### config.mk
export PLATFORM = sky130hd
export DESIGN_NAME = mem_stage
export DESIGN_NICKNAME = d
export VERILOG_FILES = /design/src/common/mem_pipe_pkg.sv /design/src/mem_stage/mem_stage.sv
export SDC_FILE = /design/constraint.sdc
export NUM_CORES = 1
export LEC_CHECK = 0
export ABC_AREA = 1
export ABC_CLOCK_PERIOD_IN_PS = 8400
export BUFFER_PORTS_ARGS = -buffer_cell sky130_fd_sc_hd__buf_2
export CAP_MARGIN = 30
export CORE_ASPECT_RATIO = 1.25
export CORE_MARGIN = 2
export CORE_UTILIZATION = 45
export DETAILED_ROUTE_END_ITERATION = 8
export PLACE_DENSITY_LB_ADDON = 0.25
export SYNTH_ARGS = -nofsm -noshare
export SYNTH_HDL_FRONTEND = slang
export SYNTH_SLANG_ARGS = --single-unit
### constraint.sdc
create_clock -name clk -period 8.4 [get_ports clk]
set_input_delay 0.84 -clock clk [delete_from_list [all_inputs] [get_ports clk]]
set_output_delay 0.84 -clock clk [all_outputs]
set_load 0.01 [all_outputs]
### src/common/mem_pipe_pkg.sv
`default_nettype none

package mem_pipe_pkg;

    localparam int RAM_ADDR_W = 8;  // 256 words of data ram

    typedef logic [31:0]           word_t;
    typedef logic [4:0]            reg_idx_t;
    typedef logic [3:0]            byte_en_t;
    typedef logic [RAM_ADDR_W-1:0] ram_addr_t;

    typedef enum logic [3:0] {
        op_none,
        op_lw,
        op_lb,
        op_lbu,
        op_lh,
        op_lhu,
        op_lwl,
        op_lwr,
        op_sw,
        op_sh,
        op_sb
    } mem_op_e;

    // decoded and executed instruction entering mem1
    typedef struct packed {
        logic     ex;          // exception seen upstream
        logic     mfc0;        // result comes from cp0
        word_t    cp0_data;
        word_t    rt_value;    // store data, lwl/lwr merge source
        mem_op_e  mem_op;
        logic     gr_we;
        reg_idx_t dest;
        word_t    alu_result;  // effective address for memory ops
        word_t    pc;
    } m1_op_t;

    typedef m1_op_t ms_op_t;  // mem1 to mem

    typedef struct packed {
        logic     ex;
        logic     gr_we;
        reg_idx_t dest;
        word_t    result;
        word_t    pc;
    } wb_op_t;

    function automatic logic is_load(mem_op_e op);
        return (op inside {op_lw, op_lb, op_lbu, op_lh, op_lhu, op_lwl, op_lwr});
    endfunction

    function automatic logic is_store(mem_op_e op);
        return (op inside {op_sw, op_sh, op_sb});
    endfunction

endpackage

`default_nettype wire
### src/mem_stage/mem_stage.sv
`timescale 1ns/100ps
`default_nettype none

module mem_stage import mem_pipe_pkg::*; (
    input  logic     clk,
    input  logic     reset,
    input  logic     m1_to_ms_valid,
    input  ms_op_t   m1_to_ms_op,
    output logic     ms_allowin,
    input  logic     ws_allowin,
    output logic     ms_to_ws_valid,
    output wb_op_t   ms_to_ws_op,
    input  word_t    data_rdata,
    input  logic     dcache_busy,
    output reg_idx_t fwd_dest,
    output word_t    fwd_result
);

    logic         ms_valid;
    logic         ms_ready_go;
    ms_op_t       ms_op;
    logic [1:0]   ofs;
    logic [7:0]   ld_byte;
    logic [15:0]  ld_half;
    word_t        rt;
    word_t        load_data;
    word_t        final_result;

    assign ms_ready_go    = !dcache_busy;  // hold the item while cache is busy
    assign ms_allowin     = !ms_valid || (ms_ready_go && ws_allowin);
    assign ms_to_ws_valid = ms_valid && ms_ready_go;

    always_ff @(posedge clk) begin
        if (reset) begin
            ms_valid <= 1'b0;
        end else if (ms_allowin) begin
            ms_valid <= m1_to_ms_valid;
        end
    end

    always_ff @(posedge clk) begin
        if (m1_to_ms_valid && ms_allowin) begin
            ms_op <= m1_to_ms_op;
        end
    end

    assign ofs = ms_op.alu_result[1:0];
    assign rt  = ms_op.rt_value;

    always_comb begin
        case (ofs)
            2'd0:    ld_byte = data_rdata[7:0];
            2'd1:    ld_byte = data_rdata[15:8];
            2'd2:    ld_byte = data_rdata[23:16];
            default: ld_byte = data_rdata[31:24];
        endcase
    end

    // misaligned halfword reads as zero
    always_comb begin
        case (ofs)
            2'd0:    ld_half = data_rdata[15:0];
            2'd2:    ld_half = data_rdata[31:16];
            default: ld_half = '0;
        endcase
    end

    always_comb begin
        load_data = data_rdata;  // lw
        case (ms_op.mem_op)
            op_lb:  load_data = {{24{ld_byte[7]}}, ld_byte};
            op_lbu: load_data = {24'd0, ld_byte};
            op_lh:  load_data = {{16{ld_half[15]}}, ld_half};
            op_lhu: load_data = {16'd0, ld_half};
            op_lwl: begin
                case (ofs)  // memory bytes fill from the top
                    2'd0:    load_data = {data_rdata[7:0], rt[23:0]};
                    2'd1:    load_data = {data_rdata[15:0], rt[15:0]};
                    2'd2:    load_data = {data_rdata[23:0], rt[7:0]};
                    default: load_data = data_rdata;
                endcase
            end
            op_lwr: begin
                case (ofs)  // memory bytes fill from the bottom
                    2'd0:    load_data = data_rdata;
                    2'd1:    load_data = {rt[31:24], data_rdata[31:8]};
                    2'd2:    load_data = {rt[31:16], data_rdata[31:16]};
                    default: load_data = {rt[31:8], data_rdata[31:24]};
                endcase
            end
            default: load_data = data_rdata;
        endcase
    end

    assign final_result = is_load(ms_op.mem_op) ? load_data :
                          ms_op.mfc0            ? ms_op.cp0_data :
                                                  ms_op.alu_result;

    assign ms_to_ws_op = '{
        ex:     ms_op.ex,
        gr_we:  ms_op.gr_we,
        dest:   ms_op.dest,
        result: final_result,
        pc:     ms_op.pc
    };

    // bypass to decode, no dest while stalled or empty
    assign fwd_dest   = ms_to_ws_valid ? ms_op.dest : '0;
    assign fwd_result = final_result;

endmodule

`default_nettype wire

Word-level counts from Yosys, hierarchy flattened
Index checks and enable logic that the tools add are counted.

storage, ports and cells
  register bits after elaboration = 141
  word-level logic and storage cells = 35
  input bits = 177
  output and inout port bits = 110

cells by class
  muxes and demuxes = 8
  reduce and logical (&&, ||, !) cells = 8
  equal/unequal tests = 9

operators by type and width
  kind                number
  $pmux 32 s3         2
  $pmux 32 s6         1
  $mux 32             2
  $pmux 16 s2         1
  $pmux 8 s3          1
  $eq 4x3->1 const B  4
  $eq 4x2->1 const B  2
  $reduce_bool 7->1   1
  $mux 5              1
  $eq 4x1->1 const B  1
  $logic_and 1x1->1   3
  $eq 2x1->1 const B  1
  $eq 2x2->1 const B  1
  $logic_not 1->1     2
  $logic_not 2->1     1
  $logic_or 1x1->1    1

Longest topological paths before layout
  depth in word-level cells = 4
  depth in mapped cells = 12

Least setup slack after synthesis
No wires, ideal clock.

  path kind = in2reg
  start = input dcache_busy
  end = register ms_op[106] (netlist name), enable pin
  data arrival time = 6.766 ns
  path slack = 0.993 ns
  stages = 3
  buffers on the path = 0
  cells stage by stage = inv_1 > a21oi_1 > nor2_1

between the ends
  longest elaborated chain between the ends = 4

RTL lines
  element                 line             text
  start: declaration      mem_stage.sv:14  input logic dcache_busy,
  $logic_not 1->1         mem_stage.sv:29  assign ms_ready_go = !dcache_busy;
  $logic_and 1x1->1       mem_stage.sv:30  assign ms_allowin = !ms_valid || (ms_ready_go && ws_allowin);
  $logic_or 1x1->1        mem_stage.sv:30
  $logic_and 1x1->1       mem_stage.sv:42  if (m1_to_ms_valid && ms_allowin) begin
  end signal: assignment  mem_stage.sv:43  ms_op <= m1_to_ms_op;
  end: declaration        mem_stage.sv:21  ms_op_t ms_op;

No other way between the ends.
A chain may end at the register's enable or synchronous reset.

Worst setup path after layout
  start = register ms_op[33] (netlist name)
  end = output fwd_result[10]

between the ends
  longest elaborated chain between the ends = 4
  elaborated cells on any way between the ends = 9
  classes of those cells = eq/ne (2); mux (6); reduce/logical (1)

RTL lines
  element                              line             text
  $eq 2x2->1 (tied with other cells)   n/a
  $pmux 32 s3 (tied with other cells)  mem_stage.sv:84  case (ofs)
  $pmux 32 s6 (*)                      mem_stage.sv:70  case (ms_op.mem_op)
  $mux 32 (*)                          mem_stage.sv:95  assign final_result = is_load(ms_op.mem_op) ? load_data :
  end: declaration                     mem_stage.sv:16  output word_t fwd_result

Mark *: on every way between the ends. The rest lies on a longest branch, timed or not.

==> impl_metrics.ini <==
[clock_tree]
cts_buffers = 17
cts_tree = yes
cts_root_buf = clkbuf_16
h-tree-depth = 4
clkLatencyLatePin_ns = 0.43
postCtsHoldBufs = 0
clockBufferDepth = 2
clock_sinks = 141
cts_setup_buffers = 0
clk_pin_slew_ns = 0.07
cts_resized = 0

[final_layout]
finalInstanceArea_um2 = 9700
syn_to_final_growth_pct = 20.9
fin_nets = 1309
layout-drive-gt1-share_pct = 33.0
diodes = 0
final_core_util_pct = 55.6

[placement]
gp_congestion = 0.941
io_buffers = 286
placed_cell_area_um2 = 9070
hpwl_um = 17100

[synth]
synth_area_leaders = edfxtp_1, nand2_1, nand3_1
syn_area_per_cell_um2 = 8.62
yosysMostFrequentCell = nand2_1
seq_area_frac_synth_pct = 52.7
netlist_area_um2 = 8020
ys_ff_latch = 141
netlist_top_cells_count = nand2_1, edfxtp_1, nand3_1
synthArstFlopShare_pct = 0
synth_nets = 1108
yosysTopAreaCell = edfxtp_1
syn_inst = 931
yosys_most_used_dff = edfxtp_1
ys_warn_count = 0
yosysUniqueCellTypes = 22
synth_edf_count = 140
yosysTopAreaCellShare_pct = 52.4

[global_route]
grt_max_degree = 83
grt_use_total_pct = 25.3
grt-busiest-layer = met2
grt_pass1_vias = 6646
grt_use_met1_pct = 31.2
grt-ovfl-total = 0
grt_use_met2_pct = 41.5
grtUsageMet3_pct = 5.19
antenna_found_initial = 0
grt_pass1_wl_um = 35800

[timing]
slew_headroom_pct = 37.5
hold_violations = 0
worstMarginPinSlew_ns = 0.938
setup_viol = 0
finClkSkew_ns = 0.00852
holdWs_ns = 0.562
fin_crit_sh_pct = 46.8
layout_min_cycle_time_ns = 3.93
slew_violations = 0
fin_setup_tns_ns = 0
rsz0062_at_grt = false
max_freq_mhz = 254

[critical_path]
cp-start-kind = flop
arrival_ns = 3.09
path_max_fanout = 59
path_class = reg -> out
worstPathRequired_ns = 7.56
endpoint_kind = primary output

[pwr]
clkPwrFrac_pct = 39.4
p_int_w = 0.00137
p_sw_share_pct = 28.9
p_sw_w = 0.000559
cellLeakagePower_nw = 4.57
max-vdd-ir-drop_mv = 0.122
pwr-share-comb_pct = 17.1
powerDensity_nw_per_um2 = 199
power_frac_seq_pct = 43.5
p_total_w = 0.00193

[detailed_routing]
wl_per_cell_um = 17.5
drc = 0
dr.pass1.iters = 8
ant_nets = 0
via_per_inst = 5.10
wl_um = 24000
drtIter0Drc = 541
routed-via-count = 6979

[die]
fp.dieW_um = 123
dieArea_um2 = 18900
start_util_pct = 46.0
num_rows = 54
io_pins = 287
core_area_um2 = 17400
die_height_um = 153

[run_status]
status = complete, no violations

[worst_hold_path]
min_path_type = in -> reg

[run]
cap_violations = 0
power by group through the flow:
stage | Sequential, W | Combinational [W] | Clock [W]
detailed placement | 0.000855 | 0.000326 | 0
finish | 0.000840 | 0.000330 | 0.000762
CTS | 0.000841 | 0.000328 | 0.000775
global route | 0.000844 | 0.000363 | 0.000802
global placement | 0.000854 | 0.000323 | 0
floorplan | 0.000858 | 0.000224 | 0
per-layer routing:
| metal | vias up | part of all wire (%) |
|---|---|---|
| li1 | 3415 | - |
| met1 | 3123 | 38 |
| met2 | 377 | 49 |
| met3 | 64 | 8.3 |
| met4 | 0 | 4.3 |
| met5 | - | 0 |
path summary, 6_finish.rpt:
kind                                start             end  slack [ns]  cells past startpoint
worst min register to register   ms_valid        ms_valid        0.62                      4
worst min-delay path                reset        ms_valid        0.56                      2
worst max register to register   ms_valid          rt[23]        6.83                      4
worst max-delay path            ms_op[33]  fwd_result[10]        4.47                     10
metrics by stage:
stage / worst slack (ns) / instances
after floorplan: 0.993 / 931
after global routing: 4.21 / 1369
final: 4.47 / 1369
after global placement: 4.95 / 1336
after CTS: 4.43 / 1368
after detailed placement: 4.89 / 1336
critical path, stage by stage, from the launching register on:
cell	delay, ns
edfxtp_1	0.32
buf_4	0.43
inv_2	0.35
nor2_4	0.26
nand2_2	0.08
nand3_2	0.09
nand3_2	0.49
nand3_1	0.27
nand2_1	0.08
nand2_1	0.12
buf_2	0.15
cell usage in the layout, fill, tap and decap left out:
| master | instances |
|---|---|
| buf_2 | 286 |
| inv_1 | 51 |
| dfxtp_1 | 1 |
| o21ai_1 | 2 |
| clkinvlp_4 | 2 |
| nand2_2 | 4 |
| o21ai_0 | 33 |
| inv_2 | 9 |
| nand4_1 | 1 |
| inv_8 | 4 |
| clkbuf_16 | 17 |
| buf_16 | 1 |
| clkinv_8 | 3 |
| a21oi_1 | 20 |
| nor2_1 | 111 |
| edfxtp_1 | 140 |
| clkinv_4 | 1 |
| o21ai_4 | 1 |
| nor2_2 | 2 |
| buf_4 | 8 |
| nand2_1 | 274 |
| mux2_2 | 30 |
| inv_6 | 3 |
| bufinv_16 | 1 |
| clkinv_1 | 1 |
| nand3_2 | 2 |
| nor2_4 | 4 |
| nor3_1 | 1 |
| nand3_1 | 132 |
layout make-up:
type,instances,area (µm²)
clock inverter,15,178
tap,224,280
fill,1644,7730
inverter,60,225
sequential,141,4220
clock buffer,17,425
timing repair buffer,295,1520
multi-input combinational,617,2850
state kept, by name, summed over array words and instances (netlist names):
name and count:
ms_op 69, ms_to_ws_op 39, ms_valid 1, rt 32
cells by family (layout without fill, tap and decap cells):
| kind of cell | count (synthesis) | after routing | synth area share [%] |
|---|---|---|---|
| AO/OA/AOI/OAI | 56 | 56 | 3.54 |
| buffers and inverters | 173 | 387 | 12.0 |
| flip-flops | 141 | 141 | 52.7 |
| multiplexers | 30 | 30 | 4.21 |
| AND/OR/NAND/NOR | 531 | 531 | 27.6 |
No activity file was read; power rests on OpenSTA's default activity.
