**config.mk**
```make
export PLATFORM = sky130hd
export DESIGN_NAME = mem1_stage
export DESIGN_NICKNAME = d
export VERILOG_FILES = /design/src/common/mem_pipe_pkg.sv /design/src/logic/mem1_stage.sv
export SDC_FILE = /design/constraint.sdc
export NUM_CORES = 1
export LEC_CHECK = 0
export ABC_AREA = 1
export BUFFER_PORTS_ARGS = -buffer_cell sky130_fd_sc_hd__buf_2
export CORE_AREA = 2 2 127 129
export DETAILED_ROUTE_END_ITERATION = 16
export DIE_AREA = 0 0 129 131
export GPL_TIMING_DRIVEN = 0
export PLACE_DENSITY = 0.72
export SKIP_CTS_REPAIR_TIMING = 1
export SYNTH_ARGS = -nofsm -noshare
export SYNTH_HDL_FRONTEND = slang
export SYNTH_SLANG_ARGS = --single-unit
```
**constraint.sdc**
```tcl
create_clock -name clk -period 8.9 [get_ports clk]
set_input_delay 0.445 -clock clk [delete_from_list [all_inputs] [get_ports clk]]
set_output_delay 0.445 -clock clk [all_outputs]
set_load 0.1 [all_outputs]
```
**src/common/mem_pipe_pkg.sv**
```systemverilog
`default_nettype none

package mem_pipe_pkg;

    localparam int RAM_ADDR_W = 8;  // 256 words of data ram

    typedef logic [31:0]           word_t;
    typedef logic [4:0]            reg_idx_t;
    typedef logic [3:0]            byte_en_t;
    typedef logic [RAM_ADDR_W-1:0] ram_addr_t;

    typedef enum logic [3:0] {
        op_none,
        op_lw,
        op_lb,
        op_lbu,
        op_lh,
        op_lhu,
        op_lwl,
        op_lwr,
        op_sw,
        op_sh,
        op_sb
    } mem_op_e;

    // decoded and executed instruction entering mem1
    typedef struct packed {
        logic     ex;          // exception seen upstream
        logic     mfc0;        // result comes from cp0
        word_t    cp0_data;
        word_t    rt_value;    // store data, lwl/lwr merge source
        mem_op_e  mem_op;
        logic     gr_we;
        reg_idx_t dest;
        word_t    alu_result;  // effective address for memory ops
        word_t    pc;
    } m1_op_t;

    typedef m1_op_t ms_op_t;  // mem1 to mem

    typedef struct packed {
        logic     ex;
        logic     gr_we;
        reg_idx_t dest;
        word_t    result;
        word_t    pc;
    } wb_op_t;

    function automatic logic is_load(mem_op_e op);
        return (op inside {op_lw, op_lb, op_lbu, op_lh, op_lhu, op_lwl, op_lwr});
    endfunction

    function automatic logic is_store(mem_op_e op);
        return (op inside {op_sw, op_sh, op_sb});
    endfunction

endpackage

`default_nettype wire
```
**src/logic/mem1_stage.sv**
```systemverilog
`timescale 1ns/100ps
`default_nettype none

module mem1_stage import mem_pipe_pkg::*; (
    input  logic      clk,
    input  logic      reset,
    input  logic      in_valid,
    input  m1_op_t    in_op,
    output logic      in_allowin,
    input  logic      ms_allowin,
    output logic      m1_to_ms_valid,
    output ms_op_t    m1_to_ms_op,
    output logic      ram_en,
    output byte_en_t  ram_we,
    output ram_addr_t ram_addr,
    output word_t     ram_wdata
);

    logic     m1_valid;
    ms_op_t   m1_op;
    logic     m1_go;     // item moves into mem stage this edge
    logic     st_ok;
    byte_en_t lane_we;

    assign in_allowin     = !m1_valid || ms_allowin;
    assign m1_to_ms_valid = m1_valid;  // ram access is issued on the handoff edge
    assign m1_to_ms_op    = m1_op;
    assign m1_go          = m1_to_ms_valid && ms_allowin;

    always_ff @(posedge clk) begin
        if (reset) begin
            m1_valid <= 1'b0;
        end else if (in_allowin) begin
            m1_valid <= in_valid;
        end
    end

    always_ff @(posedge clk) begin
        if (in_valid && in_allowin) begin
            m1_op <= in_op;
        end
    end

    // exception blocks the write, loads still read harmlessly
    assign st_ok    = m1_go && is_store(m1_op.mem_op) && !m1_op.ex;
    assign ram_en   = (m1_go && is_load(m1_op.mem_op)) || st_ok;
    assign ram_addr = m1_op.alu_result[RAM_ADDR_W+1:2];

    // lane enables from the low address bits, data repeated across lanes
    always_comb begin
        lane_we   = '0;
        ram_wdata = m1_op.rt_value;
        case (m1_op.mem_op)
            op_sb: begin
                lane_we   = byte_en_t'(4'b0001 << m1_op.alu_result[1:0]);
                ram_wdata = {4{m1_op.rt_value[7:0]}};
            end
            op_sh: begin
                lane_we   = m1_op.alu_result[1] ? 4'b1100 : 4'b0011;
                ram_wdata = {2{m1_op.rt_value[15:0]}};
            end
            op_sw:   lane_we = 4'b1111;
            default: lane_we = '0;
        endcase
    end

    assign ram_we = st_ok ? lane_we : '0;

endmodule

`default_nettype wire

```
; ---- Word level (Yosys, flattened, before mapping)
; Cells that the tools add are included.
[totals]
input_bits = 144
output_inout_bits = 187
elab_cells = 36
ff_bits = 141
[classes]
shift = 1
n_reduce_logical = 11
mux = 4
eq_ne = 10
[ops]
columns = op, n
row1 = 32-bit case mux with 2 select lines, 1
row2 = 4-bit by 3-bit equality test with 1-bit output (second input constant), 4
row3 = 4-bit equality test (second input constant), 3
row4 = 4-bit case mux with 3 select lines, 1
row5 = 4-bit by 2-bit equality test with 1-bit output (second input constant), 2
row6 = 4-bit two-way mux, 2
row7 = 7-bit nonzero test, 1
row8 = 1-bit logical AND, 5
row9 = 4-bit by 1-bit equality test with 1-bit output (second input constant), 1
row10 = 1-bit by 2-bit << shifter with 4-bit output (first input constant), 1
row11 = 3-bit nonzero test, 1
row12 = 1-bit logical NOT, 2
row13 = 1-bit logical OR, 2

; ---- Depth between registers and ports, before layout
; Gate-level depths: netlist (run 1).
[depth]
word_depth = 5
ltp_mapped = 6
mapped_depth_nobuf = 6

; ---- Worst setup path after synthesis (run 1)
; OpenSTA, ideal clock, no wires.
[synth_path]
path_kind = reg2reg
from = register m1_valid (netlist: m1_to_ms_valid)
to = register m1_op (netlist bit m1_to_ms_op[0]) (enable)
n_path_buf = 0
required_time_ns = 8.216
path_stages_with_launch = 2
setup_time_ns = 0.684
arrival_ns = 7.586
setup_slack_ns = 0.630
period_less_slack_ns = 8.270
path_cell_list = dfxtp_1 > a21oi_1
[synth_via]
elab_chain_len = 3
[synth_lines]
columns = element, line_no
row1 = from (decl), mem1_stage.sv:19  ; logic m1_valid;
row2 = from (signal assigned), mem1_stage.sv:34  ; m1_valid <= in_valid;
row3 = 1-bit logical NOT, mem1_stage.sv:25  ; assign in_allowin = !m1_valid || ms_allowin;
row4 = 1-bit logical OR, mem1_stage.sv:25
row5 = 1-bit logical AND, mem1_stage.sv:39  ; if (in_valid && in_allowin) begin
row6 = to (signal assigned), mem1_stage.sv:40  ; m1_op <= in_op;
row7 = to (decl), mem1_stage.sv:20  ; ms_op_t m1_op;
; No other way between the ends.
; A chain may end at the register's enable or synchronous reset.

; ---- Final worst setup path (run 1)
[layout_path]
from = register m1_op (netlist bit m1_to_ms_op[71])
to = output port ram_wdata[30]
[layout_via]
elab_chain_len = 2
word_cells_on_any_way = 3
cone_classes = eq/ne (2) / mux (1)
[layout_lines]
columns = element, line_no
row1 = 4-bit equality test, mem1_stage.sv:53  ; case (m1_op.mem_op)
row2 = 32-bit case mux with 2 select lines *, mem1_stage.sv:53
row3 = to (decl), mem1_stage.sv:16  ; output word_t ram_wdata
; Every way passes the cells marked *; elsewhere a longest branch is shown, timed or not.

==> results of run 1 <==
## kinds of logic after synthesis
kind of cell	share of synthesized area, %
flip-flops	86.0
AND/OR/NAND/NOR	9.40
buffers and inverters	3.97
AO/OA/AOI/OAI	0.662
## flip-flops by register name (all words and copies together), names as in the netlist
register	count
m1_to_ms_op	140
m1_to_ms_valid	1
## final timing paths
check | end | slack (ns) | cells after the start
worst max-delay path | ram_wdata[30] | 6.30 | 6
worst max register to register | m1_to_ms_op[50]$_DFFE_PP_ | 6.94 | 3
worst min register to register | m1_to_ms_valid$_SDFFE_PP0N_ | 0.56 | 2
worst min-delay path | m1_to_ms_valid$_SDFFE_PP0N_ | 0.18 | 2
## power breakdown
group          internal (W)  total [W]  switching (W)
Clock              0.000417   0.000696       0.000278
Sequential         0.000778   0.000794      0.0000167
Combinational     0.0000715   0.000502       0.000431
Total               0.00127    0.00199       0.000726
## cells in the mapped netlist, drive strengths merged
cell type	n
nor2	11
dfxtp	1
nand2	55
edfxtp	140
a21oi	5
or2	1
o211ai	1
inv	11
buf	19
nand3	36
## through the flow
stage	total power (W)	hold slack, ns
3_3_place_gp	0.00132	0.509
3_5_place_dp	0.00131	0.549
2_1_floorplan	0.00123	0.514
5_1_grt	0.00206	0.174
4_1_cts	0.00201	0.162
6_report	0.00199	0.183
## critical path: cells and delay by family, from the launching register on
kind,cells,cell delay (ns)
AND/OR/NAND/NOR,4,0.62
flip-flops,1,0.47
buffers and inverters,2,0.64
## metal layers
metal  wire [um]  global-route usage [%]
met5          13                       0
met4         116                    4.80
met3        1420                    7.25
met2        6850                    25.7
met1        4630                    15.8
## cell type report
| class | instances | area share [%] |
|---|---|---|
| tap | 216 | 3.59 |
| antenna | 2 | 0.0666 |
| clock buffer | 17 | 5.66 |
| inverter | 11 | 0.549 |
| sequential | 141 | 56.2 |
| multi-input combinational | 109 | 6.72 |
| clock inverter | 15 | 2.15 |
| timing repair buffer | 334 | 23.0 |
| buffer | 19 | 2.05 |
==> impl_metrics.json, run 1 <==
{
  "rsz0062_at_grt": "no",
  "cp-end-kind": "output pin",
  "core_area_sq_mm": 0.0156,
  "drt_iter0_markers": 172,
  "drt_wl_total_mm": 13.0,
  "critPathLaunch": "m1_to_ms_op[71]$_DFFE_PP_",
  "power_leakage_nw": 3.42,
  "final_cell_count_no_fill": 864,
  "die_h_um": 131,
  "syn_to_final_growth_pct": 53.0,
  "synth_top_area_share_pct": 85.6,
  "slowest_stage": "edfxtp_1",
  "rr_startpoint": "m1_to_ms_valid$_SDFFE_PP0N_",
  "initial_core_util_pct": 31.5,
  "first_pass_iters": 4,
  "pre_cts_ws_ns": 6.65,
  "antenna_left": 0,
  "cts_tree": "built",
  "layout_setup_ws_ns": 6.30,
  "syn_area_sq_mm": 0.00491,
  "grt_pass1_wl_mm": 18.1,
  "die_w_um": 129,
  "io_buffer_count": 330,
  "most-common-layout-cells": "330 x buf_2, 140 x edfxtp_1, 52 x nand2_1",
  "fin_area_sq_mm": 0.00752,
  "wl_per_cell_um": 15.1,
  "cts_buffers": 17,
  "drive_gt1_share_pct": 61.1,
  "fmax_ghz": 0.385,
  "holdCritPathClass": "in -> reg",
  "crit_fanout": 9,
  "pin_count": 331,
  "ys_warn_count": 0,
  "crit_required_ns": 8.46,
  "synth-seq-cells": 141,
  "seqCellArea_sq_mm": 0.00422,
  "critPathMaxStageDelay_ns": 0.47,
  "clk_latency_ns": 0.40,
  "placed_area_sq_mm": 0.00693,
  "placed_cells": 830,
  "cts_sinks": 141,
  "synth_fp_nets": 424,
  "routabilityCongestion": 0.764,
  "die_area_sq_mm": 0.0169,
  "startpoint_type": "register",
  "peakVddDrop_uv": 131,
  "slew_viol_final": 0,
  "crit_chain": "nor2_2 > nand2_2 > inv_2 > nand2_1 > nand3_1 > buf_2",
  "syn_avg_cell_area_sq_um": 17.5,
  "vias": 3634,
  "hold_start": "reset",
  "power_density_mw_per_mm2": 265,
  "clk_pin_slew_worst_paths_ns": 0.06,
  "grt_util_all_layers_pct": 14.8,
  "post-route-util_pct": 48.2,
  "rows": 46,
  "fin_crit_ns": 2.60,
  "fin_crit_sh_pct": 29.2,
  "synth_area_leaders": "edfxtp_1 86%, nand2_1 4.0%, nand3_1 3.7%",
  "nNetsFinal": 777,
  "finalSetupTns_ns": 0,
  "layout_commonest_cell": "buf_2",
  "cts-root-buf": "clkbuf_16",
  "drv_cap": 0,
  "dpl.hpwl_mm": 10.2,
  "grt_max_degree": 33,
  "drc": 0,
  "yosys.area.top_type": "edfxtp_1",
  "grt-ovfl-total": 0,
  "hold_viol_final": 0,
  "crit_arrival_ns": 2.15,
  "relSlewSlack_pct": 36.2,
  "tightest_slew_ns": 0.955,
  "h-tree-depth": 4,
  "grt_pass1_vias": 3430,
  "skew_ns": 0.00556,
  "antenna_found_initial": 2,
  "ys_seq_area_share_pct": 86.0,
  "synth_cells": 280,
  "post_drt_via_cell_ratio": 4.21,
  "ys_types": 16,
  "status": "finished clean",
  "path_class": "reg -> out",
  "cts.path.max_buffers": 2,
  "setup_viol": 0,
  "multi_input_area_sq_um": 505,
  "n_fill_cell": 1419
}
(Power assumes the default switching activity.)
==> run 2: changes to the inputs <==
==> constraint.sdc (replaced) <==
create_clock -name clk -period 2.6 [get_ports clk]
set_input_delay 0.13 -clock clk [delete_from_list [all_inputs] [get_ports clk]]
set_output_delay 0.13 -clock clk [all_outputs]
set_load 0.1 [all_outputs]
==> impl_metrics.json, run 2 (synthesized netlist as in run 1, its figures left out) <==
{
  "n_antenna_cell": 0,
  "cpLargestDelayFamily": "simple AND/OR/NAND/NOR gates",
  "pre_cts_ws_ns": 0.741,
  "critPathMaxStageDelay_ns": 0.49,
  "drv_cap": 0,
  "grt_max_degree": 33,
  "hold_viol_final": 0,
  "whs_ns": 0.0301,
  "cts-root-buf": "clkbuf_16",
  "antenna_left": 0,
  "peakVddDrop_uv": 480,
  "largest_reg_flops": 140,
  "cts_tree": "built",
  "most-common-layout-cells": "330 x buf_2, 141 x dlygate4sd3_1, 140 x edfxtp_1",
  "relSlewSlack_pct": 57.2,
  "dpl.hpwl_mm": 10.8,
  "crit_fanout": 9,
  "drive_gt1_share_pct": 51.1,
  "fin_crit_ns": 2.31,
  "power_density_mw_per_mm2": 787,
  "post-route-util_pct": 57.5,
  "setup_viol": 0,
  "h-tree-depth": 4,
  "die_area_sq_mm": 0.0169,
  "holdCritPathClass": "in -> reg",
  "tightest_slew_ns": 0.641,
  "grt_pass1_wl_mm": 19.4,
  "crit_chain": "nor2_2 > nand2_2 > inv_2 > nand2_1 > nand3_1 > buf_2",
  "vias": 4288,
  "layout_setup_ws_ns": 0.292,
  "drt_iter0_markers": 160,
  "slew_viol_final": 0,
  "startpoint_type": "register",
  "post_drt_via_cell_ratio": 4.28,
  "n_fill_cell": 1228,
  "drt_wl_total_mm": 16.4,
  "initial_core_util_pct": 31.5,
  "power_leakage_nw": 4.01,
  "nNetsFinal": 919,
  "status": "finished clean",
  "wl_per_cell_um": 16.3,
  "fmax_ghz": 0.433,
  "rows": 46,
  "clk_pin_slew_worst_paths_ns": 0.06,
  "core_area_sq_mm": 0.0156,
  "drc": 0,
  "die_w_um": 129,
  "skew_ns": 0.00971,
  "seqCellArea_sq_mm": 0.00423,
  "antenna_found_initial": 0,
  "cts_buffers": 17,
  "grt-ovfl-total": 0,
  "cp-end-kind": "output pin",
  "pin_count": 331,
  "slowest_stage": "edfxtp_1",
  "cts.path.max_buffers": 2,
  "finalSetupTns_ns": 0,
  "crit_arrival_ns": 2.18,
  "grt_pass1_vias": 3695,
  "cts_sinks": 141,
  "first_pass_iters": 7,
  "grt_util_all_layers_pct": 15.8,
  "clk_latency_ns": 0.41,
  "die_h_um": 131,
  "crit_required_ns": 2.47,
  "path_class": "reg -> out",
  "io_buffer_count": 330,
  "rsz0062_at_grt": "no",
  "multi_input_area_sq_um": 518,
  "routabilityCongestion": 0.777,
  "layout_commonest_cell": "buf_2",
  "cp_num_buf_inv": 2,
  "fin_crit_sh_pct": 88.8,
  "syn_to_final_growth_pct": 82.6
}
## run 2: where the power goes
part	internal, W	switching (W)	total [W]
logic	0.000390	0.00153	0.00192
clock network	0.00143	0.000991	0.00242
registers	0.00266	0.0000627	0.00272
total	0.00448	0.00258	0.00706
## run 2: path summary, 6_finish.rpt
path,start,endpoint,slack (ns),depth (start not counted)
worst min-delay path,in_valid,m1_to_ms_valid$_SDFFE_PP0N_,0.03,3
worst max-delay path,m1_to_ms_op[71]$_DFFE_PP_,ram_wdata[11],0.29,6
worst min register to register,m1_to_ms_valid$_SDFFE_PP0N_,m1_to_ms_valid$_SDFFE_PP0N_,0.54,2
worst max register to register,m1_to_ms_valid$_SDFFE_PP0N_,m1_to_ms_op[45]$_DFFE_PP_,0.90,3
## run 2: routing by layer
metal  GRT usage, %  routed length [um]  vias up
met4           5.63                 288        0
li1               -                   -     2006
met2           28.8                8940      221
met5              0                   0        -
met1           15.5                5930     2038
met3           8.02                1200       23
## run 2: metrics by stage
step	std cells	total power (W)	area [sq um]
4_1_cts	862	0.00693	7560
6_report	1003	0.00706	8970
2_1_floorplan	280	0.00417	4940
3_5_place_dp	831	0.00451	6980
5_1_grt	1003	0.00728	8970
3_3_place_gp	826	0.00448	6860
## run 2: layout make-up
cell class / count / area share [%]
tap: 216 / 3.01
multi-input combinational: 109 / 5.77
buffer: 19 / 1.72
inverter: 11 / 0.460
clock inverter: 14 / 1.77
sequential: 141 / 47.1
clock buffer: 17 / 4.74
timing repair buffer: 476 / 35.4
## run 2: worst register-to-register path, delay by kind of cell (launching register included)
family | cells | cell delay, ns
AO/OA/AOI/OAI | 1 | 0.53
buffers and inverters | 2 | 0.52
flip-flops | 1 | 0.36
