## config.mk

```make
export PLATFORM = sky130hd
export DESIGN_NAME = wb_stage
export DESIGN_NICKNAME = d
export VERILOG_FILES = /design/src/common/mem_pipe_pkg.sv /design/src/logic/wb_stage.sv
export SDC_FILE = /design/constraint.sdc
export NUM_CORES = 1
export LEC_CHECK = 0
export BUFFER_PORTS_ARGS = -buffer_cell sky130_fd_sc_hd__buf_2
export CORE_MARGIN = 2
export CORE_UTILIZATION = 30
export CTS_BUF_LIST = sky130_fd_sc_hd__clkbuf_2 sky130_fd_sc_hd__clkbuf_4 sky130_fd_sc_hd__clkbuf_8
export CTS_CLUSTER_DIAMETER = 200
export DETAILED_ROUTE_END_ITERATION = 8
export SLEW_MARGIN = 20
export SYNTH_ARGS = -nofsm -noshare
export SYNTH_HDL_FRONTEND = slang
export SYNTH_SLANG_ARGS = --single-unit
```

## constraint.sdc

```tcl
create_clock -name clk -period 3.35 [get_ports clk]
set_clock_uncertainty 0.2 [all_clocks]
set_input_delay 0.5025 -clock clk [delete_from_list [all_inputs] [get_ports clk]]
set_output_delay 0.5025 -clock clk [all_outputs]
set_load 0.02 [all_outputs]
```

## src/common/mem_pipe_pkg.sv

```systemverilog
`default_nettype none

package mem_pipe_pkg;

    localparam int RAM_ADDR_W = 8;  // 256 words of data ram

    typedef logic [31:0]           word_t;
    typedef logic [4:0]            reg_idx_t;
    typedef logic [3:0]            byte_en_t;
    typedef logic [RAM_ADDR_W-1:0] ram_addr_t;

    typedef enum logic [3:0] {
        op_none,
        op_lw,
        op_lb,
        op_lbu,
        op_lh,
        op_lhu,
        op_lwl,
        op_lwr,
        op_sw,
        op_sh,
        op_sb
    } mem_op_e;

    // decoded and executed instruction entering mem1
    typedef struct packed {
        logic     ex;          // exception seen upstream
        logic     mfc0;        // result comes from cp0
        word_t    cp0_data;
        word_t    rt_value;    // store data, lwl/lwr merge source
        mem_op_e  mem_op;
        logic     gr_we;
        reg_idx_t dest;
        word_t    alu_result;  // effective address for memory ops
        word_t    pc;
    } m1_op_t;

    typedef m1_op_t ms_op_t;  // mem1 to mem

    typedef struct packed {
        logic     ex;
        logic     gr_we;
        reg_idx_t dest;
        word_t    result;
        word_t    pc;
    } wb_op_t;

    function automatic logic is_load(mem_op_e op);
        return (op inside {op_lw, op_lb, op_lbu, op_lh, op_lhu, op_lwl, op_lwr});
    endfunction

    function automatic logic is_store(mem_op_e op);
        return (op inside {op_sw, op_sh, op_sb});
    endfunction

endpackage

`default_nettype wire
```

## src/logic/wb_stage.sv

```systemverilog
`timescale 1ns/100ps
`default_nettype none

module wb_stage import mem_pipe_pkg::*; (
    input  logic     clk,
    input  logic     reset,
    input  logic     ms_to_ws_valid,
    input  wb_op_t   ms_to_ws_op,
    output logic     ws_allowin,
    output logic     retire_valid,
    output word_t    retire_pc,
    output reg_idx_t retire_dest,
    output word_t    retire_data,
    output logic     retire_we,
    input  reg_idx_t rf_raddr,
    output word_t    rf_rdata
);

    logic   ws_valid;
    wb_op_t ws_op;
    word_t  rf [32];

    assign ws_allowin = 1'b1;  // last stage never stalls

    always_ff @(posedge clk) begin
        if (reset) begin
            ws_valid <= 1'b0;
        end else if (ws_allowin) begin
            ws_valid <= ms_to_ws_valid;
        end
    end

    always_ff @(posedge clk) begin
        if (ms_to_ws_valid && ws_allowin) begin
            ws_op <= ms_to_ws_op;
        end
    end

    assign retire_valid = ws_valid;
    assign retire_pc    = ws_op.pc;
    assign retire_dest  = ws_op.dest;
    assign retire_data  = ws_op.result;
    assign retire_we    = ws_op.gr_we && !ws_op.ex;

    // architectural registers start from zero
    always_ff @(posedge clk) begin
        if (reset) begin
            for (int i = 0; i < 32; i++) begin
                rf[i] <= '0;
            end
        end else if (retire_valid && retire_we && retire_dest != '0) begin
            rf[retire_dest] <= retire_data;
        end
    end

    assign rf_rdata = (rf_raddr == '0) ? '0 : rf[rf_raddr];  // r0 hardwired

endmodule

`default_nettype wire

```

---- Yosys cells after proc, flatten, opt, wreduce, memory -nomap -nowiden ----
Memory sizes are Yosys's and may differ from the RTL's.
Index checks and enable logic that the tools add are counted.
storage, ports and cells
  register bits after elaboration ......... 72
  memory bits (writable) .................. 1024
  output and inout bits ................... 104
  logic and storage cells ................. 23
  memories ................................ 1
operators by class
  muxes and demuxes ....................... 9
  reduce and logical (&&, ||, !) cells .... 7
memory list
  memory  depth  bits a word  rd ports  clocked after Yosys merged registers in  wr ports  RTL line        text
  rf      32     32           1         0                                        32        wb_stage.sv:21  word_t rf [32];
operator list
  cell                 number
  32-bit two-way mux   2
  32-bit OR reduction  1
  1-bit two-way mux    6
  5-bit logical NOT    1
  5-bit two-way mux    1
  5-bit nonzero test   1
  1-bit logical AND    3
  1-bit logical NOT    1

---- Longest topological paths before layout ----
Gate-level depths: netlist (run 1).
  word-level depth ........................ 9
  mapped depth ............................ 7

---- Worst setup path before layout (run 1) ----
OpenSTA, ideal clock, no wires.
  path kind ............................... input to output
  start ................................... in rf_raddr[1]
  end ..................................... out rf_rdata[28]
  data arrival time ....................... 2.211 ns
  required time ........................... 2.647 ns
  setup slack ............................. 0.436 ns
  cell stages on the path ................. 7
  buffers on the path ..................... 3
  cells stage by stage .................... buf_4 > buf_4 > nor2b_1 > clkbuf_1 > a221oi_1 > o21ai_0 > a311oi_1
on the way
  cells in the longest elaborated chain, start to end .. 2
  elaborated cells between the ends (all ways) .. 3
  classes of those cells .................. mux: 1; reduce/logical: 1; memory: 1
ends and longest elaborated chain
  item                                                          RTL line        text
  start, declared                                               wb_stage.sv:15  input reg_idx_t rf_raddr,
  memory read 32 x 32 bit or 5-bit logical NOT (tied branches)  --
  32-bit two-way mux (*)                                        wb_stage.sv:56  assign rf_rdata = (rf_raddr == '0) ? '0 : rf[rf_raddr];
  end, declared                                                 wb_stage.sv:16  output word_t rf_rdata
Every way passes the cells marked *; elsewhere a longest branch is shown, timed or not.

---- Final worst setup path (run 1) ----
  start ................................... mem rf[14][6] (netlist bit)
  end ..................................... out rf_rdata[6]
on the way
  cells in the longest elaborated chain, start to end .. 2
ends and longest elaborated chain
  item                     RTL line
  start, declared          wb_stage.sv:21
  memory read 32 x 32 bit  --
  32-bit two-way mux       wb_stage.sv:56
Every way passes these cells.

==> reports/qor.csv, run 1 <==
metric,value,unit
layout cell share with drive strength beyond 1,31.26,%
vias,28100,
# setup viols final,8,
CP max-delay cell,mux4_2,
min-delay src,ms_to_ws_op[47],
Worst Tran Pin Value,1083,ps
CP startpoint kind,flop,
Final Hold Vio Count,0,
worst r2r src,ws_op[70],
Std-Cell Rows,148,
area post-placement,53790,sq um
CTS tree,yes,
CTS root buffer,clkbuf_8,
WHS Endpoint,retire_data[15],
# IOs,183,
antenna violations before repair,12,
Layout area overhead,20.50,%
prevailing post-synth register cell,edfxtp_1,
Max Slew Vio Count,0,
cts bufs inserted,187,
period utilization,101.4,%
reg2reg setup slack,640,ps
first-pass GRT wire length,208400,um
average size of a mapped cell,15.84,sq um
"most common cell after layout, fill and taps aside",edfxtp_1,
via/cell ratio,4.838,
TritonRoute pass-1 iters,5,
Yosys warning total,0,
Die Span Y,408.3,um
Post-CTS Setup Bufs,0,
I/O Buffers,181,
switching part of the total,25.11,%
total grt overflow,0,
maximum root-to-sink buffer count,3,
mapped cell area,49040,sq um
Pint,22.54,mW
Reg power frac,52.0,%
number of max-cap violations,0,
critical register-to-register path endpoint,rf[12][8],
Layout Nets,3565,
area of the core,162600,sq um
Initial Util,30.16,%
final setup margin,-47.82,ps
WL/cell,24.80,um
"CTS clk-pin slew, worst paths",70,ps
hold crit path type,input pin to flop,
WP data required,2650,ps
CP Buf/Inv Count,2,
Clk network pwr share,39.2,%
crit path time final,3398,ps
# DRC,0,
Max VDD drop,435.6,uV
clk_lat worst skew,930,ps
Crit path max-delay family,multiplexers,
asr flop ratio synth,0,%
setup TNS,-147.8,ps
CP Class,flop to output port,
die width,408.3,um
Mapped Cells,3095,
Setup WS pre-CTS,-349.4,ps
H-tree Lvls,4,
multi-input logic area,15180,sq um
sw power,7.560,mW
Routed WL,144100,um
Worst Path Arrival,2700,ps
Final Cell Area,59090,sq um
CP Capture Type,output port,
Post-DRT Antenna Nets,0,
logic gate share of total power,8.8,%
DRT iter0 DRCs,2820,
#FFs+latches synth,1096,
Cell variety after synth,33,
Crit path largest cell delay,470,ps
number of global-route vias before repair,29400,
Crit Path Max Fanout,1,
Util after Layout,36.34,%
Post-synth EDFFs,1095,
Lkg Pwr,22.05,nW
number of fill cells in the layout,15290,
GPL Wtd Cong,0.8065,
"Seq/Total Area, Yosys",67.10,%
Final Power,30.10,mW
fmax,0.2943,GHz
CTS sink count,1096,
Reg area,32900,sq um
Die Area,166700,sq um
outcome,finished with violations,
GRT Total Usage,17.21,%
power density over the cells,509.5,nW/um^2
failing checks,negative setup slack,
CP Cell Sequence,mux4_2 > mux2_4 > o21ai_4 > a311oi_2 > buf_4 > buf_6,
largest net degree at the start of global routing,65,
worst-case reg-to-reg path depth,6,
"commonest non-fill, non-tap cells in the layout","1095 x edfxtp_1, 993 x and2_1, 224 x mux4_2",
RSZ-0062 raised after global routing,yes,
Post-DP HPWL,86340,um
relative slew slack,27.78,%
hold-critical path depth,2,
[repair_timing]
item	4_1_cts	5_1_grt
endpoints found under the setup margin	32	31
gates resized for setup	158	46
pin swaps	24	16
hold endpoints to repair	126	0
hold buffers	102	0
[final cells by class]
cell class | count | area share [%]
flip-flops and latches | 1096 | 55.68
multi-input cells | 1663 | 25.69
repair buffers | 537 | 7.983
clock buffers | 242 | 5.055
well taps | 2175 | 4.606
clock inverters | 89 | 0.9529
diodes | 5 | 0.02118
inverters | 1 | 0.006353
[worst reg2reg max path, delay by kind of cell, from the launching register on]
| family | cells | cell delay [ps] |
|---|---|---|
| buffers and inverters | 2 | 720 |
| and+or+nand+nor | 4 | 1250 |
| DFF | 1 | 380 |
[layer usage]
layer | vias to the layer above | wire, um | GRT usage [%] | share of wire, %
li1 | 12140 | - | - | -
met4 | 0 | 3517 | 5.605 | 2.4
met1 | 14740 | 59800 | 22.70 | 42
met5 | - | 0 | 0 | 0
met2 | 1020 | 69190 | 27.91 | 48
met3 | 206 | 11550 | 4.053 | 8.0
[stage by stage]
stage	hold slack [ps]	std cells
3_3_place_gp	478.5	5376
5_1_grt	54.44	5804
2_1_floorplan	374.1	3126
3_5_place_dp	480.6	5376
4_1_cts	0.2304	5803
6_report	95.77	5808
[state kept, by name (all words and copies together) (netlist names)]
name	cells
rf	1024
ws_op	2
retire_valid	1
retire_pc	32
retire_data	32
retire_dest	5
[cell usage after synthesis, types with 2 or more instances]
cell | count | area share, %
clkbuf_2 | 9 | 0.092
o21ai_0 | 53 | 0.54
nand3_1 | 2 | 0.020
and2_1 | 993 | 13
a211oi_1 | 32 | 0.49
or3b_2 | 2 | 0.036
buf_4 | 87 | 1.3
mux2_2 | 32 | 0.73
buf_2 | 45 | 0.46
a311oi_1 | 32 | 0.57
nor2b_1 | 36 | 0.46
nor2_1 | 28 | 0.21
a221oi_1 | 25 | 0.45
or2_2 | 32 | 0.41
o21ai_1 | 4 | 0.041
mux4_2 | 224 | 10
o2111ai_1 | 7 | 0.13
clkbuf_1 | 224 | 1.7
nor2_4 | 7 | 0.16
conb_1 | 2 | 0.015
a22oi_1 | 32 | 0.49
edfxtp_1 | 1095 | 67
nand2_1 | 15 | 0.11
nand3b_1 | 5 | 0.077
mux2i_1 | 64 | 1.3
[power by group through the flow]
stage | clock (mW) | combinational (mW) | sequential (mW)
after CTS | 12.1 | 2.61 | 15.7
after floorplan | 0 | 1.34 | 15.9
after detailed placement | 0 | 2.41 | 16.0
after global routing | 12.7 | 2.78 | 15.7
final | 11.8 | 2.64 | 15.7
after global placement | 0 | 2.40 | 15.9
[worst max-delay path by stage]
stage	from	slack, ps	to	cells past startpoint
floorplan	rf_raddr[1]	440	rf_rdata[28]	7
global placement	rf_raddr[2]	-330	rf_rdata[8]	8
detailed placement	rf_raddr[2]	-350	rf_rdata[8]	8
CTS	rf[14][6]	-150	rf_rdata[6]	6
global route	rf[11][7]	-130	rf_rdata[7]	6
finish	rf[14][6]	-50	rf_rdata[6]	6
[logic make-up after synthesis]
kind of cell	Yosys count	share of synthesized area (%)
DFF	1096	67.10
AOI/OAI and AO/OA	185	2.705
muxes	320	12.33
other	2	0.01531
and+or+nand+nor	1125	14.24
buffers and inverters	367	3.613
(Power assumes the default switching activity.)
==> run 2, diff against run 1 <==
--- a/config.mk
+++ b/config.mk
@@ -6,11 +6,13 @@
 export NUM_CORES = 1
 export LEC_CHECK = 0
 export BUFFER_PORTS_ARGS = -buffer_cell sky130_fd_sc_hd__buf_2
+export CAP_MARGIN = 20
 export CORE_MARGIN = 2
 export CORE_UTILIZATION = 30
 export CTS_BUF_LIST = sky130_fd_sc_hd__clkbuf_2 sky130_fd_sc_hd__clkbuf_4 sky130_fd_sc_hd__clkbuf_8
 export CTS_CLUSTER_DIAMETER = 200
 export DETAILED_ROUTE_END_ITERATION = 8
+export PLACE_DENSITY = 0.48
 export SLEW_MARGIN = 20
 export SYNTH_ARGS = -nofsm -noshare
 export SYNTH_HDL_FRONTEND = slang
==> reports/qor.csv, run 2 (same netlist as run 1, synthesis figures left out) <==
metric,value,unit,change
outcome,finished with violations,,unchanged
failing checks,negative setup slack,,unchanged
largest net degree at the start of global routing,65,,unchanged
Final Hold Vio Count,0,,unchanged
crit path time final,3442,ps,was 3398 ps
maximum root-to-sink buffer count,3,,unchanged
antenna violations before repair,4,,was 12
Worst Tran Pin Value,755.9,ps,was 1083 ps
fmax,0.2906,GHz,was 0.2943 GHz
relative slew slack,49.61,%,was 27.78%
# setup viols final,15,,was 8
DRT iter0 DRCs,2258,,was 2820
clk_lat worst skew,910,ps,was 930 ps
Layout area overhead,20.31,%,was 20.50%
"CTS clk-pin slew, worst paths",60,ps,was 70 ps
Crit Path Max Fanout,1,,unchanged
GPL Wtd Cong,0.7755,,was 0.8065
Std-Cell Rows,148,,unchanged
CTS root buffer,clkbuf_8,,unchanged
Lkg Pwr,22.00,nW,was 22.05 nW
I/O Buffers,181,,unchanged
Setup WS pre-CTS,-438.9,ps,was -349.4 ps
power density over the cells,519.9,nW/um^2,was 509.5 nW/um^2
Post-DRT Antenna Nets,0,,unchanged
CTS sink count,1096,,unchanged
via/cell ratio,4.718,,was 4.838
area of the core,162600,sq um,unchanged
CP Class,flop to output port,,unchanged
CP max-delay cell,mux4_2,,unchanged
setup TNS,-783.5,ps,was -147.8 ps
Layout Nets,3558,,was 3565
vias,27370,,was 28100
hold crit path type,input pin to flop,,unchanged
number of global-route vias before repair,28990,,was 29400
first-pass GRT wire length,212000,um,was 208400 um
TritonRoute pass-1 iters,5,,unchanged
Placed Cells,5377,,was 5376
WP data required,2650,ps,about the same
Max Slew Vio Count,0,,unchanged
Reg area,32900,sq um,unchanged
final cell count without fillers,5802,,was 5808
layout cell share with drive strength beyond 1,31.32,%,was 31.26%
# DRC,0,,unchanged
period utilization,102.7,%,was 101.4%
number of max-cap violations,0,,unchanged
Routed WL,146500,um,was 144100 um
WL/cell,25.25,um,was 24.80 um
Post-DP HPWL,88560,um,was 86340 um
Max VDD drop,401.1,uV,was 435.6 uV
CP Cell Sequence,mux4_2 > mux2_2 > o21ai_1 > a311oi_1 > buf_2,,was mux4_2 > mux2_4 > o21ai_4 > a311oi_2 > buf_4 > buf_6
number of fill cells in the layout,15450,,was 15290
die width,408.3,um,unchanged
CTS tree,yes,,unchanged
Post-CTS Setup Bufs,0,,unchanged
multi-input logic area,15240,sq um,was 15180 sq um
H-tree Lvls,4,,unchanged
CP startpoint kind,flop,,unchanged
"commonest non-fill, non-tap cells in the layout","1095 x edfxtp_1, 993 x and2_1, 224 x mux4_2",,unchanged
Initial Util,30.16,%,unchanged
CP Capture Type,output port,,unchanged
Top reg by flops,rf,,unchanged
Die Span Y,408.3,um,unchanged
cts bufs inserted,196,,was 187
"most common cell after layout, fill and taps aside",edfxtp_1,,unchanged
# IOs,183,,unchanged
Worst Path Arrival,2740,ps,was 2700 ps
Crit path max-delay family,multiplexers,,unchanged
Crit path largest cell delay,470,ps,about the same
final setup margin,-91.66,ps,was -47.82 ps
Largest register FFs,1024,,unchanged
RSZ-0062 raised after global routing,yes,,unchanged
Die Area,166700,sq um,unchanged
GRT Total Usage,17.56,%,was 17.21%
CP Buf/Inv Count,1,,was 2
total grt overflow,0,,unchanged
==> run 2: cell types whose count changed in the layout (fill, tap and decap cells not counted), sizes merged <==
cell         previous run  this run
clkbuf                242       261
dlygate4sd3           102        87
clkinv                 72        62
bufinv                  2         6
inv                    11         8
buf                   435       433
clkinvlp                5         4
diode                   5         6
nor2                   35        36
==> run 2: worst register-to-register path, delay by kind of cell (launching register included) <==
family	cells	cell delay (ps)
flip-flops	1	370
AND/OR/NAND/NOR	4	1250
buffers and inverters	2	510
==> run 2: path summary, 6_finish.rpt <==
path | cells past startpoint | end | startpoint | slack, ps
max | 5 | rf_rdata[12] | rf[15][12] | -90
min | 2 | retire_data[30] | ms_to_ws_op[62] | 110
min reg2reg | 2 | rf[8][3] | retire_data[3] | 710
max reg2reg | 6 | rf[8][30] | ws_op[70] | 710
==> run 2: cell type report <==
class | instances | area share, %
antenna | 6 | 0.02545
timing repair buffer | 520 | 7.408
sequential | 1096 | 55.77
tap | 2175 | 4.613
clock inverter | 79 | 0.9268
clock buffer | 261 | 5.421
multi-input combinational | 1664 | 25.83
inverter | 1 | 0.008483
==> run 2: per-layer routing <==
layer  global-route usage, %  wire, um  vias up
met1                   24.23     66270    14350
met4                   4.657      2960        0
met5                       0         0        -
li1                        -         -    12120
met3                   2.851      6803      208
met2                   28.72     70460      694
==> run 2: through the flow <==
stage / area, sq um / power (mW) / hold WS, ps / utilization (%)
after floorplan: 49150 / 17.19 / 374.1 / -
after global placement: 53700 / 18.39 / 478.6 / 33.03
after detailed placement: 53700 / 18.40 / 480.6 / 33.03
after CTS: 58830 / 31.07 / 1.389 / 36.18
after global routing: 58990 / 31.80 / 32.49 / 36.28
final: 59000 / 30.67 / 107.0 / 36.29
==> run 2: timing repair <==
item	in CTS	in global routing
gates resized for setup	153	35
pin swaps	21	10
hold buffers	87	0
endpoints found under the setup margin	32	28
endpoints found under the hold margin	139	0
gates cloned	1	0
==> run 2: report_power, final <==
| part | internal [mW] | switching (mW) | leakage (nW) |
|---|---|---|---|
| sequential | 15.5 | 0.139 | 11.7 |
| clock | 6.63 | 5.74 | 1.96 |
| combinational | 1.00 | 1.67 | 8.37 |
